==> src/logic/pbch_rx_pkg.sv <==
package pbch_rx_pkg;

    // --------------------
    // default widths and sizes
    // --------------------

    // one IQ component, real or imaginary
    localparam int IQ_DW = 16;

    // one soft bit
    localparam int LLR_DW = 8;

    // power of two
    localparam int FIFO_DEPTH = 32;

    localparam int APB_AW = 4;
    localparam int APB_DW = 32;

    // --------------------
    // encodings
    // --------------------

    // kind of symbol a sample belongs to
    typedef enum logic [1:0] {
        SYM_DATA = 2'd0,
        SYM_PBCH = 2'd1,
        SYM_SSS  = 2'd2,
        SYM_RSVD = 2'd3
    } symbol_type_e;

    // register byte addresses
    typedef enum logic [3:0] {
        REG_DATA   = 4'h0,
        REG_LEVEL  = 4'h4,
        REG_STATUS = 4'h8,
        REG_CTRL   = 4'hC
    } reg_addr_e;

endpackage

==> src/logic/llr_demap.sv <==
module llr_demap #(
    parameter int IQ_DW  = pbch_rx_pkg::IQ_DW,
    parameter int LLR_DW = pbch_rx_pkg::LLR_DW
) (
    input  logic                      clk_i,
    input  logic                      reset_ni,

    input  logic                      iq_valid_i,
    output logic                      iq_ready_o,
    input  logic signed [IQ_DW-1:0]   iq_re_i,
    input  logic signed [IQ_DW-1:0]   iq_im_i,
    input  pbch_rx_pkg::symbol_type_e iq_type_i,

    output logic                      llr_valid_o,
    output logic signed [LLR_DW-1:0]  llr_o,
    output pbch_rx_pkg::symbol_type_e llr_type_o
);

    typedef enum logic {
        IDLE,
        EMIT_IM
    } state_e;

    state_e                  state_q;
    logic signed [IQ_DW-1:0] im_q;
    logic                    accept;

    // QPSK soft bit, keep the top LLR_DW bits of the component
    function automatic logic signed [LLR_DW-1:0] scale(input logic signed [IQ_DW-1:0] x);
        logic signed [IQ_DW-1:0] shifted;
        shifted = x >>> (IQ_DW - LLR_DW);
        return shifted[LLR_DW-1:0];
    endfunction

    // one sample every second cycle
    assign iq_ready_o = (state_q == IDLE);
    assign accept     = iq_valid_i && iq_ready_o;

    always_ff @(posedge clk_i) begin
        if (!reset_ni) begin
            state_q     <= IDLE;
            llr_valid_o <= 1'b0;
        end else begin
            case (state_q)
                IDLE: begin
                    llr_valid_o <= accept;
                    if (accept) begin
                        state_q <= EMIT_IM;
                    end
                end
                EMIT_IM: begin
                    llr_valid_o <= 1'b1;
                    state_q     <= IDLE;
                end
                default: begin
                    state_q <= IDLE;
                end
            endcase
        end
    end

    // real part goes out first, imaginary part waits in im_q
    always_ff @(posedge clk_i) begin
        if (accept) begin
            llr_o      <= scale(iq_re_i);
            llr_type_o <= iq_type_i;
            im_q       <= iq_im_i;
        end else if (state_q == EMIT_IM) begin
            llr_o <= scale(im_q);
        end
    end

endmodule

==> src/logic/llr_fifo.sv <==
module llr_fifo #(
    parameter int LLR_DW     = pbch_rx_pkg::LLR_DW,
    parameter int FIFO_DEPTH = pbch_rx_pkg::FIFO_DEPTH
) (
    input  logic                            clk_i,
    input  logic                            reset_ni,

    input  logic                            llr_valid_i,
    input  logic signed [LLR_DW-1:0]        llr_i,
    input  pbch_rx_pkg::symbol_type_e       llr_type_i,

    input  logic                            pop_i,
    input  logic                            flush_i,

    output logic signed [LLR_DW-1:0]        head_o,
    output logic [$clog2(FIFO_DEPTH):0]     level_o,
    output logic                            overflow_o
);

    localparam int AW = $clog2(FIFO_DEPTH);

    logic signed [LLR_DW-1:0] mem [FIFO_DEPTH];
    logic [AW-1:0]            wr_ptr_q;
    logic [AW-1:0]            rd_ptr_q;
    logic [AW:0]              level_q;
    logic                     overflow_q;

    logic push_req;
    logic full;
    logic push;
    logic pop;

    // only PBCH soft bits are kept
    assign push_req = llr_valid_i && (llr_type_i == pbch_rx_pkg::SYM_PBCH);
    assign full     = (level_q == (AW + 1)'(FIFO_DEPTH));

    // flush wins over push and pop
    assign push = push_req && !full && !flush_i;
    assign pop  = pop_i && !flush_i;

    always_ff @(posedge clk_i) begin
        if (!reset_ni || flush_i) begin
            wr_ptr_q   <= '0;
            rd_ptr_q   <= '0;
            level_q    <= '0;
            overflow_q <= 1'b0;
        end else begin
            if (push) begin
                wr_ptr_q <= wr_ptr_q + 1'b1;
            end
            if (pop) begin
                rd_ptr_q <= rd_ptr_q + 1'b1;
            end

            case ({push, pop})
                2'b10:   level_q <= level_q + 1'b1;
                2'b01:   level_q <= level_q - 1'b1;
                default: level_q <= level_q;
            endcase

            // sticky until the next flush, a pop does not make room in time
            if (push_req && full) begin
                overflow_q <= 1'b1;
            end
        end
    end

    always_ff @(posedge clk_i) begin
        if (push) begin
            mem[wr_ptr_q] <= llr_i;
        end
    end

    // --------------------
    // outputs
    // --------------------

    assign head_o     = mem[rd_ptr_q];
    assign level_o    = level_q;
    assign overflow_o = overflow_q;

endmodule

==> src/logic/apb_regs.sv <==
module apb_regs #(
    parameter int FIFO_DEPTH = pbch_rx_pkg::FIFO_DEPTH,
    parameter int LLR_DW     = pbch_rx_pkg::LLR_DW
) (
    input  logic                                clk_i,
    input  logic                                reset_ni,

    input  logic                                psel_i,
    input  logic                                penable_i,
    input  logic                                pwrite_i,
    input  logic [pbch_rx_pkg::APB_AW-1:0]      paddr_i,
    input  logic [pbch_rx_pkg::APB_DW-1:0]      pwdata_i,
    output logic [pbch_rx_pkg::APB_DW-1:0]      prdata_o,
    output logic                                pready_o,
    output logic                                pslverr_o,

    input  logic signed [LLR_DW-1:0]            head_i,
    input  logic [$clog2(FIFO_DEPTH):0]         level_i,
    input  logic                                overflow_i,

    output logic                                pop_o,
    output logic                                flush_o
);

    localparam int DW = pbch_rx_pkg::APB_DW;
    localparam int LW = $clog2(FIFO_DEPTH) + 1;

    logic          setup;
    logic          access;
    logic          empty;

    logic [DW-1:0] rdata_d;
    logic [DW-1:0] rdata_q;
    logic          err_d;
    logic          err_q;
    logic          pop_d;
    logic          pop_q;
    logic          flush_d;
    logic          flush_q;

    assign setup  = psel_i && !penable_i;
    assign access = psel_i && penable_i;
    assign empty  = (level_i == '0);

    // --------------------
    // address decode
    // --------------------

    always_comb begin
        rdata_d = '0;
        err_d   = 1'b0;
        pop_d   = 1'b0;
        flush_d = 1'b0;
        case (paddr_i)
            pbch_rx_pkg::REG_DATA: begin
                if (!pwrite_i) begin
                    if (empty) begin
                        err_d = 1'b1;
                    end else begin
                        rdata_d = {{(DW - LLR_DW){head_i[LLR_DW-1]}}, head_i};
                        pop_d   = 1'b1;
                    end
                end
            end
            pbch_rx_pkg::REG_LEVEL: begin
                rdata_d[LW-1:0] = level_i;
            end
            pbch_rx_pkg::REG_STATUS: begin
                rdata_d[1:0] = {empty, overflow_i};
            end
            pbch_rx_pkg::REG_CTRL: begin
                flush_d = pwrite_i && pwdata_i[0];
            end
            default: begin
                err_d = 1'b1;
            end
        endcase
    end

    // decoded in the setup cycle, only the APB side pops, so the
    // level cannot drop to zero before the access cycle
    always_ff @(posedge clk_i) begin
        if (!reset_ni) begin
            err_q   <= 1'b0;
            pop_q   <= 1'b0;
            flush_q <= 1'b0;
        end else if (setup) begin
            err_q   <= err_d;
            pop_q   <= pop_d;
            flush_q <= flush_d;
        end
    end

    always_ff @(posedge clk_i) begin
        if (setup) begin
            rdata_q <= rdata_d;
        end
    end

    // no wait states
    assign pready_o  = access;
    assign pslverr_o = access && err_q;
    assign prdata_o  = rdata_q;
    assign pop_o     = access && pop_q;
    assign flush_o   = access && flush_q;

endmodule

==> src/logic/pbch_rx_top.sv <==
module pbch_rx_top #(
    parameter int IQ_DW      = pbch_rx_pkg::IQ_DW,
    parameter int LLR_DW     = pbch_rx_pkg::LLR_DW,
    parameter int FIFO_DEPTH = pbch_rx_pkg::FIFO_DEPTH
) (
    input  logic                            clk_i,
    input  logic                            reset_ni,

    // equalized samples
    input  logic                            iq_valid_i,
    output logic                            iq_ready_o,
    input  logic signed [IQ_DW-1:0]         iq_re_i,
    input  logic signed [IQ_DW-1:0]         iq_im_i,
    input  pbch_rx_pkg::symbol_type_e       iq_type_i,

    // soft bit stream, all symbol types
    output logic                            llr_valid_o,
    output logic signed [LLR_DW-1:0]        llr_o,
    output pbch_rx_pkg::symbol_type_e       llr_type_o,

    // register port
    input  logic                            psel_i,
    input  logic                            penable_i,
    input  logic                            pwrite_i,
    input  logic [pbch_rx_pkg::APB_AW-1:0]  paddr_i,
    input  logic [pbch_rx_pkg::APB_DW-1:0]  pwdata_i,
    output logic [pbch_rx_pkg::APB_DW-1:0]  prdata_o,
    output logic                            pready_o,
    output logic                            pslverr_o
);

    localparam int LW = $clog2(FIFO_DEPTH) + 1;

    logic signed [LLR_DW-1:0] head;
    logic [LW-1:0]            level;
    logic                     overflow;
    logic                     pop;
    logic                     flush;

    llr_demap #(
        .IQ_DW (IQ_DW),
        .LLR_DW(LLR_DW)
    ) u_llr_demap (
        .clk_i      (clk_i),
        .reset_ni   (reset_ni),
        .iq_valid_i (iq_valid_i),
        .iq_ready_o (iq_ready_o),
        .iq_re_i    (iq_re_i),
        .iq_im_i    (iq_im_i),
        .iq_type_i  (iq_type_i),
        .llr_valid_o(llr_valid_o),
        .llr_o      (llr_o),
        .llr_type_o (llr_type_o)
    );

    llr_fifo #(
        .LLR_DW    (LLR_DW),
        .FIFO_DEPTH(FIFO_DEPTH)
    ) u_llr_fifo (
        .clk_i      (clk_i),
        .reset_ni   (reset_ni),
        .llr_valid_i(llr_valid_o),
        .llr_i      (llr_o),
        .llr_type_i (llr_type_o),
        .pop_i      (pop),
        .flush_i    (flush),
        .head_o     (head),
        .level_o    (level),
        .overflow_o (overflow)
    );

    apb_regs #(
        .FIFO_DEPTH(FIFO_DEPTH),
        .LLR_DW    (LLR_DW)
    ) u_apb_regs (
        .clk_i     (clk_i),
        .reset_ni  (reset_ni),
        .psel_i    (psel_i),
        .penable_i (penable_i),
        .pwrite_i  (pwrite_i),
        .paddr_i   (paddr_i),
        .pwdata_i  (pwdata_i),
        .prdata_o  (prdata_o),
        .pready_o  (pready_o),
        .pslverr_o (pslverr_o),
        .head_i    (head),
        .level_i   (level),
        .overflow_i(overflow),
        .pop_o     (pop),
        .flush_o   (flush)
    );

endmodule

==> config.mk <==
export PLATFORM = sky130hd
export DESIGN_NAME = pbch_rx_top
export DESIGN_NICKNAME = d
export VERILOG_FILES = /design/src/logic/pbch_rx_pkg.sv /design/src/logic/llr_demap.sv /design/src/logic/llr_fifo.sv /design/src/logic/apb_regs.sv /design/src/logic/pbch_rx_top.sv
export SDC_FILE = /design/constraint.sdc
export NUM_CORES = 1
export LEC_CHECK = 0
export BUFFER_PORTS_ARGS = -buffer_cell sky130_fd_sc_hd__buf_4
export CAP_MARGIN = 40
export CORE_MARGIN = 2
export CORE_UTILIZATION = 35
export DETAILED_ROUTE_END_ITERATION = 6
export PLACE_DENSITY = 0.52
export SETUP_SLACK_MARGIN = 0.15
export SLEW_MARGIN = 20
export SYNTH_ARGS = -nofsm -noshare
export SYNTH_HDL_FRONTEND = slang
export SYNTH_SLANG_ARGS = --single-unit
==> constraint.sdc <==
create_clock -name clk_i -period 2.8 [get_ports clk_i]
set_input_delay 0.56 -clock clk_i [delete_from_list [all_inputs] [get_ports clk_i]]
set_output_delay 0.56 -clock clk_i [all_outputs]
set_load 0.005 [all_outputs]
Yosys cells after proc, flatten, opt, wreduce, memory -nomap -nowiden:

Memory sizes are Yosys's and may differ from the RTL's. A register that Yosys moved wholly into a read port is not among the register bits.
Cells that the tools add are included.

* memories kept: 1
* flip-flop bits (word level): 56
* RAM bits: 256
* input bits: 76

* eq/ne operators: 7
* $add $sub $neg: 4
* muxes and demuxes: 21
* bitwise gates (word level): 2
* reduce and logical (&&, ||, !) cells: 23

Memories
* u_llr_fifo.mem: depth 32, bits a word 8, read ports 1, clocked after Yosys merged registers in 1, write ports 1, line llr_fifo.sv:22 `logic signed [LLR_DW-1:0] mem [FIFO_DEPTH];`

Operators by type and width (number)
* $mux W8: 2
* $logic_and A1 B1 Y1: 12
* $mux W6: 2
* $pmux W6 S2: 1
* $add A5 B1 Y5 const B: 2
* $mux W5: 2
* $mux W1: 9
* $eq A4 B4 Y1 const B: 2
* $pmux W4 S2: 1
* $add A6 B1 Y6 const B: 1
* $eq A6 B6 Y1 const B: 1
* $logic_not A6 Y1: 1
* $pmux W1 S2: 3
* $pmux W2 S3: 1
* $reduce_or A3 Y1: 2
* $sub A6 B1 Y6 const B: 1
* $eq A2 B1 Y1 const B: 2
* $eq A4 B3 Y1 const B: 1
* $logic_not A1 Y1: 4
* $logic_not A4 Y1: 1
* $reduce_bool A2 Y1: 2
* $eq A2 B2 Y1 const B: 1
* $not A1 Y1: 2
* $logic_or A1 B1 Y1: 1

Depth between registers and ports, before layout:

Gate-level depths: netlist of run 1.

* depth after elaboration: 6
* depth in mapped cells: 13
* depth with buffers taken out: 11

Cells and area by module:

A second synthesis of run 1 with hierarchy kept.

* cell total of the unflattened synthesis: 755
* area total of the unflattened synthesis: 12658.4 um^2

By module, submodules not included
* llr_fifo: area each 11136.9 um^2, cells each 636, instances 1, seq. area each 8127.8 um^2
* apb_regs: area each 769.5 um^2, cells each 84, instances 1, seq. area each 300.3 um^2
* llr_demap: area each 752.0 um^2, cells each 35, instances 1, seq. area each 580.6 um^2

Worst setup path after synthesis of run 1:

OpenSTA, ideal clock, no wires.

* path kind: input -> register
* from: input penable_i
* to: register u_llr_fifo.level_q[4], in the netlist u_llr_fifo.level_o[4]
* path buffers: 1
* cell stages on the path: 12
* required time: 2.730 ns
* data arrival time: 2.890 ns
* path slack: -0.160 ns
* path through: and3_1 a311oi_2 inv_1 ha_1 clkbuf_1 xor2_1 ha_1 a21oi_1 a32o_1 a21oi_1 or3_1 a21oi_1

* longest elaborated chain between the ends: 6
* elaborated cells on any way between the ends: 11
* those cells by class: eq/ne (2); mux (1); reduce/logical (8)

RTL lines
* start: declaration: line pbch_rx_top.sv:23 `input logic penable_i,`
* $logic_and A1 B1 Y1 (*): line apb_regs.sv:42 `assign access = psel_i && penable_i;`
* $logic_and A1 B1 Y1: line apb_regs.sv:105 `assign flush_o = access && flush_q;`
* $logic_not A1 Y1: line llr_fifo.sv:38, llr_fifo.sv:39
* $logic_and A1 B1 Y1, on equally long branches: line llr_fifo.sv:39, llr_fifo.sv:38
* $eq A2 B1 Y1 or $eq A2 B2 Y1 (tied branches): line llr_fifo.sv:55 `case ({push, pop})`
* $pmux W6 S2 or $reduce_bool A2 Y1 (tied branches)
* end signal: assignment: line llr_fifo.sv:56 `2'b10: level_q <= level_q + 1'b1;`
* end signal: assignment: line llr_fifo.sv:57 `2'b01: level_q <= level_q - 1'b1;`
* end signal: assignment: line llr_fifo.sv:58 `default: level_q <= level_q;`
* end: declaration: line llr_fifo.sv:25 `logic [AW:0] level_q;`

Mark *: on every way between the ends. The rest lies on a longest branch, timed or not.
A chain may end at the register's enable or synchronous reset.

==> run summary, run 1 <==
vias per cell -> 4.95
f_max -> 0.401 GHz
number of enable flip-flop cells after synthesis -> 282
Chip Height -> 194 um
portion of netlist area occupied by mux cells -> 11.8%
Synthesis Warnings -> 0
Die Wd -> 194 um
vias in the first global route -> 6,726
post-detail-place hpwl -> 18.9 mm
top cell type's share of synthesized area -> 67.2%
Setup Viol. Count Final -> 0
leakage -> 5.04 nW
Initial Utilization -> 35.5%
area share of fa/ha/maj cells after synthesis -> 0.794%
most frequent CP cell -> buf_4
sequential power share -> 52.2%
# diodes -> 0
Clock transition at path regs -> 0.06 ns
CP endpoint kind -> flip-flop
PortBufs -> 74
initial antenna violation count -> 1
Top delay family on crit path -> compound AO/OA/AOI/OAI gates
fin area -> 15,100 um2
Critical Path RT -> 3.06 ns
post-synthesis sequential area ratio -> 71.5%
worst-path cell chain -> buf_4 -> mux4_2 -> a221o_1 -> a21oi_1 -> o41ai_1 -> buf_4
status -> complete, no violations
pwr dens -> 652 nW/um2
ANT nets after route -> 0
area grow syn2layout -> 19.8%
DRT Pass-1 Iters -> 5
DP Area -> 13,900 um2
Slew HR -> 49.8%
total gr overflow -> 0
Worst VDD drop -> 0.000467 V
vias -> 6,651
Worst-Skew Late Latency -> 0.51 ns
Synth Area in Compound Gates -> 5.30%
number of hold violations in the final report -> 0
wire per inst -> 21.9 um
CP arrival -> 2.75 ns
Ports -> 122
Async SR Flop Fraction -> 0%
cell taking the most area after synthesis -> edfxtp_1
share of layout cells above drive strength 1 -> 31.5%
CP max-delay cell -> dfxtp_2
max-cap check violation count -> 0
syn avg cell area -> 17.2 um2
sw frac -> 19.8%
Worst Hold Class -> in2reg
period utilization -> 89.1%
total core area -> 35,500 um2
Comb pwr share -> 2.8%
Yosys reg bits -> 309
GP Congestion -> 0.745
Routed WL -> 29.4 mm
Buffers & Inverters on Critical Path -> 2
Slew @ Worst Pin -> 0.743 ns
CTS Sinks -> 309
clock root buffer -> clkbuf_16
Nets -> 941
main combinational cell family by area after synthesis -> multiplexers
XOR/XNOR Fraction of Synth Area -> 0.903%
global-route wire length before repair -> 43.5 mm
cell count after synthesis -> 733
top_reg_cell synth -> edfxtp_1
CP peak stage delay -> 0.58 ns
full die area -> 37,500 um2
H-tree Lvls -> 2
cell area after synthesis -> 12,600 um2
GR Util All Layers -> 15.6%
kind of critical path -> reg2reg
Final Util -> 42.6%
final hold slack -> 0.226 ns
setup TNS -> 0 ns
CP max FO -> 13
TritonCTS clock tree -> yes
row count -> 69
max-slew violations -> 0
NetSw -> 1.95 mW
fin crit period -> 2.49 ns
Yosys cell types -> 61
RSZ-0062 raised after global routing -> false
clock power share -> 45.0%
Max clock buf depth -> 3
Filler cells -> 3,164
largest net degree at the start of global routing -> 34
Int Power -> 7.89 mW
DRC -> 0
cts bufs inserted -> 35
synth top area cells -> edfxtp_1 67%, mux4_2 8.0%, dfxtp_1 4.3%
final setup skew -> 0.0112 ns
fraction of the mapped netlist area in simple logic gates -> 5.95%
Setup crit start kind -> flip-flop
Starting DRT DRC Count -> 492
syn_nets -> 817
==> logic make-up (layout without fill, tap and decap cells) <==
family	count (synthesis)	in the layout
flops	309	309
simple gates	147	147
compound gates	91	91
mux	91	91
buf+inv	74	223
xor+xnor	13	13
fa+ha+maj	8	8
==> layer usage <==
metal / global-route usage, % / wire (um) / up-vias
li1: - / - / 3116
met1: 21.0 / 13100 / 3382
met2: 26.1 / 14700 / 116
met3: 2.37 / 942 / 37
met4: 4.55 / 627 / 0
met5: 0 / 0 / -
==> Yosys cell counts, types with 3 or more instances <==
cell type  count
edfxtp_1     282
nor2_1        54
mux4_2        45
buf_4         32
mux2i_1       31
dfxtp_1       27
a21oi_1       22
nand2_1       21
mux2_2        14
nor2b_1       14
a22oi_1       12
clkbuf_1      12
inv_1         10
and2_1         9
xor2_1         9
a211oi_1       8
buf_2          8
ha_1           8
o21ai_0        8
buf_6          7
nand2b_1       6
nand3b_1       6
o22ai_1        6
and3_1         5
nand4_1        5
nor3b_1        5
or3_1          5
nor3_1         4
xnor2_1        4
a211o_1        3
a221oi_1       3
a311o_1        3
a31oi_1        3
buf_1          3
nand3_1        3
o221ai_1       3
o41ai_1        3
==> power groups by stage <==
stage / Sequential [mW] / Combinational (mW) / Clock [mW]
5_1_grt: 5.14 / 0.303 / 4.74
2_1_floorplan: 5.27 / 0.0753 / 0
4_1_cts: 5.14 / 0.287 / 4.54
3_3_place_gp: 5.24 / 0.280 / 0
6_report: 5.14 / 0.277 / 4.43
3_5_place_dp: 5.24 / 0.285 / 0
==> cells in the final DEF, fill, tap and decap left out, drive strengths merged, types with 4 or more instances in the layout <==
| master | netlist | routed |
|---|---|---|
| clkbuf | 12 | 45 |
| nor2 | 54 | 54 |
| buf | 51 | 150 |
| a21oi | 22 | 22 |
| clkinv | 0 | 13 |
| mux2i | 31 | 31 |
| nand2b | 6 | 6 |
| nand2 | 22 | 22 |
| nand3b | 6 | 6 |
| or3 | 5 | 5 |
| mux2 | 15 | 15 |
| nor3b | 5 | 5 |
| o41ai | 4 | 4 |
| a221oi | 4 | 4 |
| and3 | 5 | 5 |
| dfxtp | 27 | 27 |
| nand4 | 5 | 5 |
| xor2 | 9 | 9 |
| ha | 8 | 8 |
| mux4 | 45 | 45 |
| edfxtp | 282 | 282 |
| nor3 | 4 | 4 |
| nor2b | 14 | 14 |
| inv | 11 | 11 |
| a22oi | 12 | 12 |
| o21ai | 8 | 8 |
| o22ai | 6 | 6 |
| a211oi | 8 | 8 |
| xnor2 | 4 | 4 |
| and2 | 9 | 9 |
==> state kept, by name, summed over array words and instances (netlist names), named ones only <==
name / flops
u_apb_regs.flush_q: 1
u_llr_fifo.level_o: 6
u_llr_demap.im_q: 8
u_llr_demap.llr_valid_o: 1
u_llr_fifo.overflow_o: 1
u_llr_fifo.mem: 256
u_apb_regs.err_q: 1
u_llr_demap.state_q: 1
u_apb_regs.prdata_o: 8
u_llr_demap.llr_type_o: 2
u_llr_fifo.wr_ptr_q: 5
u_apb_regs.pop_q: 1
u_llr_demap.llr_o: 8
u_llr_fifo.rd_ptr_q: 5
==> final timing paths <==
check / slack (ns) / depth (start not counted) / startpoint / end
min reg2reg: 0.47 / 2 / u_llr_fifo.overflow_o$_SDFFE_PP0P_ / u_llr_fifo.overflow_o$_SDFFE_PP0P_
max: 0.31 / 6 / flip-flop / u_apb_regs.prdata_o[4]$_DFFE_PP_
min: 0.23 / 1 / iq_im_i[15] / u_llr_demap.im_q[15]$_DFFE_PP_
max reg2reg: 0.31 / 6 / flip-flop / u_apb_regs.prdata_o[4]$_DFFE_PP_
==> what timing repair did <==
item	in CTS	in global routing
hold endpoints to repair	0	0
hold buffers	0	0
buffers inserted	0	1
endpoints found under the setup margin	0	6
gates resized for setup	0	3
==> stage by stage <==
stage | total power, mW | std cells | setup slack, ns
6_report | 9.85 | 1343 | 0.305
3_5_place_dp | 5.52 | 1280 | 0.171
5_1_grt | 10.2 | 1343 | 0.152
2_1_floorplan | 5.34 | 733 | 0.0897
4_1_cts | 9.97 | 1342 | 0.161
3_3_place_gp | 5.52 | 1280 | 0.160
==> layout make-up <==
type	count	area [um2]	share of cell area, %
Tap cell	461	577	3.82
Sequential cell	309	9020	59.7
Clock buffer	45	956	6.33
Clock inverter	17	156	1.04
Inverter	11	41.3	0.273
Multi-Input combinational cell	350	3170	21.0
Timing Repair Buffer	150	1190	7.86
Power figures use the tool's default switching activity.
==> run 2: changes to the inputs <==
--- a/config.mk
+++ b/config.mk
@@ -5,6 +5,7 @@
 export SDC_FILE = /design/constraint.sdc
 export NUM_CORES = 1
 export LEC_CHECK = 0
+export ABC_AREA = 1
 export BUFFER_PORTS_ARGS = -buffer_cell sky130_fd_sc_hd__buf_4
 export CAP_MARGIN = 40
 export CORE_MARGIN = 2
==> run 2 against run 1 <==
  * Final area up 2.1%
  * Wire length up 10%
  * Sequential power about the same
  * Global-route usage up 1.3 points
  * Synthesized cell count up 58%
  * Final cell count up 30%
  * Power up 2.0%
  * Largest cell class unchanged
  * Highest routed layer unchanged
==> run summary, run 2 <==
cts bufs inserted -> 36 (+2.9%)
sw frac -> 21.0% (+1.1 points)
Post-Layout Cell Count -> 1,750 (+30%)
total gr overflow -> 0 (unchanged)
PortBufs -> 74 (unchanged)
total power -> 10.0 mW (+2.0%)
leakage -> 5.61 nW (+11%)
Largest Register -> u_llr_fifo.mem
# diodes -> 0 (unchanged)
CP arrival -> 2.85 ns (+0.10 ns)
Nets -> 1,338 (+42%)
Reg-to-Reg Start -> u_llr_fifo.level_o[0]$_SDFFE_PP0P_
global-route wire length before repair -> 49.5 mm (+14%)
synth top area cells -> edfxtp_1 65%, nor2_1 6.7%, dfxtp_1 4.1%
ANT nets after route -> 0 (unchanged)
Register Area -> 9010 um2 (about the same)
DRC -> 0 (unchanged)
max-cap check violation count -> 0 (unchanged)
R2R setup slack -> 0.36 ns (+0.05 ns)
period utilization -> 87.2% (-1.9 points)
Int Power -> 7.94 mW (+0.59%)
commonest non-fill, non-tap cell in the layout -> edfxtp_1
Setup crit start kind -> flip-flop
Max clock buf depth -> 3 (unchanged)
initial antenna violation count -> 0 (-1)
Slew @ Worst Pin -> 0.716 ns (-0.0265 ns)
GR Util All Layers -> 16.8% (+1.3 points)
CTS Sinks -> 309 (unchanged)
vias -> 8,511 (+28%)
CP max FO -> 5 (-8)
fin crit period -> 2.44 ns (-0.0536 ns)
top cells by count, synth -> 282 x edfxtp_1, 233 x nor2_1, 138 x nand2_1, 107 x nand3_1, 77 x o21ai_0
H-tree Lvls -> 2 (unchanged)
Setup Fix Bufs, Post-CTS -> 0 (unchanged)
total core area -> 36,700 um2 (+3.4%)
setup TNS -> 0 ns (unchanged)
top cell type's share of synthesized area -> 64.7% (-2.5 points)
dpl ws -> 0.251 ns (+0.0799 ns)
Buffers & Inverters on Critical Path -> 2 (unchanged)
row count -> 70 (+1.4%)
share of layout cells above drive strength 1 -> 16.2% (-15 points)
CP peak stage delay -> 0.37 ns (-0.21 ns)
full die area -> 39,000 um2 (+3.8%)
TritonCTS clock tree -> yes
number of enable flip-flop cells after synthesis -> 282 (unchanged)
RSZ-0062 raised after global routing -> false
Initial Utilization -> 35.7% (+0.16 points)
status -> complete, no violations
syn_nets -> 1,241 (+52%)
max reg flops -> 256 (unchanged)
NetSw -> 2.11 mW (+7.9%)
cell taking the most area after synthesis -> edfxtp_1
commonest non-fill, non-tap cells in the layout -> 282 x edfxtp_1, 233 x nor2_1, 138 x nand2_1
Placed Cells -> 1,684 (+32%)
CP max-delay cell -> nor4_4
DRT Pass-1 Iters -> 4 (-1)
pwr dens -> 651 nW/um2 (about the same)
Final Util -> 42.0% (-0.53 points)
sequential power share -> 51.2% (-1.0 points)
Chip Height -> 197 um (+1.9%)
Post-CTS Hold Fix Bufs -> 0 (unchanged)
Multi-input gate area -> 3270 um2 (+3.1%)
CP endpoint kind -> flip-flop
max-slew violations -> 0 (unchanged)
final setup skew -> 0.0157 ns (+0.00447 ns)
Worst Hold Class -> in2reg
CTS resizes -> 0 (unchanged)
post-detail-place hpwl -> 20.1 mm (+6.3%)
Reg-to-Reg End -> u_llr_fifo.level_o[4]$_SDFFE_PP0P_
largest net degree at the start of global routing -> 88 (+160%)
post-synthesis sequential area ratio -> 68.8% (-2.7 points)
Yosys cell types -> 37 (-39%)
Worst-Skew Late Latency -> 0.52 ns (about the same)
number of hold violations in the final report -> 0 (unchanged)
top_reg_cell synth -> edfxtp_1
clock power share -> 44.5% (-0.5 points)
GP Congestion -> 0.846 (+14%)
Die Wd -> 197 um (+1.9%)
Filler cells -> 3,472 (+9.7%)
Clock transition at path regs -> 0.06 ns (about the same)
Slew HR -> 52.1% (+2.3 points)
Critical Path RT -> 3.21 ns (+0.15 ns)
Top delay family on crit path -> simple AND/OR/NAND/NOR gates
vias per cell -> 4.86 (-1.8%)
Setup Viol. Count Final -> 0 (unchanged)
hold path depth -> 1 (unchanged)
worst-path cell chain -> nor4_4 -> nand3_2 -> nand3_2 -> ha_1 -> nand2_1 -> nand2_1 -> inv_1 -> ha_1 -> a21o_1 -> nand2_1 -> nand3_1 -> a21oi_1 -> o21ai_0 -> nand2_1 -> inv_1
count leader, synth -> edfxtp_1
Comb pwr share -> 4.2% (+1.4 points)
cell count after synthesis -> 1,157 (+58%)
clock root buffer -> clkbuf_16
kind of critical path -> reg2reg
f_max -> 0.410 GHz (+2.2%)
min-delay src -> iq_im_i[13]
area grow syn2layout -> 17.8%
vias in the first global route -> 8,242 (+23%)
cell area after synthesis -> 13,100 um2 (+3.9%)
Starting DRT DRC Count -> 623 (+27%)
wire per inst -> 18.5 um (-15%)
Ports -> 122 (unchanged)
Yosys reg bits -> 309 (unchanged)
Synthesis Warnings -> 0 (unchanged)
fin worst setup slack -> 0.359 ns (+0.0536 ns)
syn avg cell area -> 11.3 um2 (-34%)
most frequent CP cell -> nand2_1
Hold Path End -> u_llr_demap.im_q[13]$_DFFE_PP_
Routed WL -> 32.4 mm (+10%)
Async SR Flop Fraction -> 0% (unchanged)
Worst VDD drop -> 0.000340 V (-27%)
Reg2Reg Depth -> 15 (+9)
run 2: cell count changes after synthesis, sizes merged, moves of 14 or more:
cell / before / now
nor2: 54 / 236
nand2: 22 / 138
nand3: 3 / 110
o21ai: 8 / 111
inv: 11 / 71
mux4: 45 / 0
o211ai: 1 / 38
mux2i: 31 / 0
buf: 51 / 67
mux2: 15 / 0
nor2b: 14 / 0
run 2: power groups by stage:
stage               logic (mW)  clock network (mW)  registers [mW]
floorplan                0.167                   0            5.29
global placement         0.426                   0            5.25
detailed placement       0.431                   0            5.25
CTS                      0.432                4.59            5.15
global route             0.469                4.76            5.15
finish                   0.424                4.47            5.15
run 2: logic make-up after synthesis:
group	after synthesis	share of synthesized area [%]
simple gates	500	16.0
flops	309	68.8
compound gates	176	7.60
buf+inv	156	6.26
xor+xnor	8	0.592
fa+ha+maj	8	0.764
run 2: area by class of cell:
| cell class | count | area share, % |
|---|---|---|
| well taps | 468 | 3.80 |
| clock buffers | 45 | 6.39 |
| multi-input cells | 692 | 21.2 |
| repair buffers | 143 | 7.45 |
| clock inverters | 21 | 0.998 |
| inverters | 72 | 1.77 |
| flip-flops and latches | 309 | 58.4 |
run 2: how the worst max path moves through the flow:
stage / from / to / slack, ns / cells after the start
after global placement: penable_i / u_llr_fifo.level_o[4]$_SDFFE_PP0P_ / 0.26 / 18
after detailed placement: penable_i / u_llr_fifo.level_o[4]$_SDFFE_PP0P_ / 0.25 / 18
after floorplan: penable_i / u_llr_fifo.level_o[4]$_SDFFE_PP0P_ / 0.29 / 19
after global routing: u_llr_fifo.level_o[0]$_SDFFE_PP0P_ / u_llr_fifo.level_o[5]$_SDFFE_PP0P_ / 0.16 / 15
final: u_llr_fifo.level_o[0]$_SDFFE_PP0P_ / u_llr_fifo.level_o[4]$_SDFFE_PP0P_ / 0.36 / 15
after CTS: u_llr_fifo.level_o[0]$_SDFFE_PP0P_ / u_llr_fifo.level_o[4]$_SDFFE_PP0P_ / 0.36 / 15
run 2: metrics by stage:
stage	area (um2)	hold slack [ns]
6_report	15400	0.223
5_1_grt	15400	0.202
4_1_cts	15400	0.201
3_5_place_dp	14300	0.452
3_3_place_gp	14300	0.445
2_1_floorplan	13100	0.431
run 2: metal layers:
metal	vias to the layer above	track usage (%)	share of wire, %	wire length (um)
met5	-	0	0	0
met2	173	27.9	49	15700
met4	0	5.15	2.6	834
li1	4196	-	-	-
met3	51	2.36	4.0	1300
met1	4091	23.0	45	14500
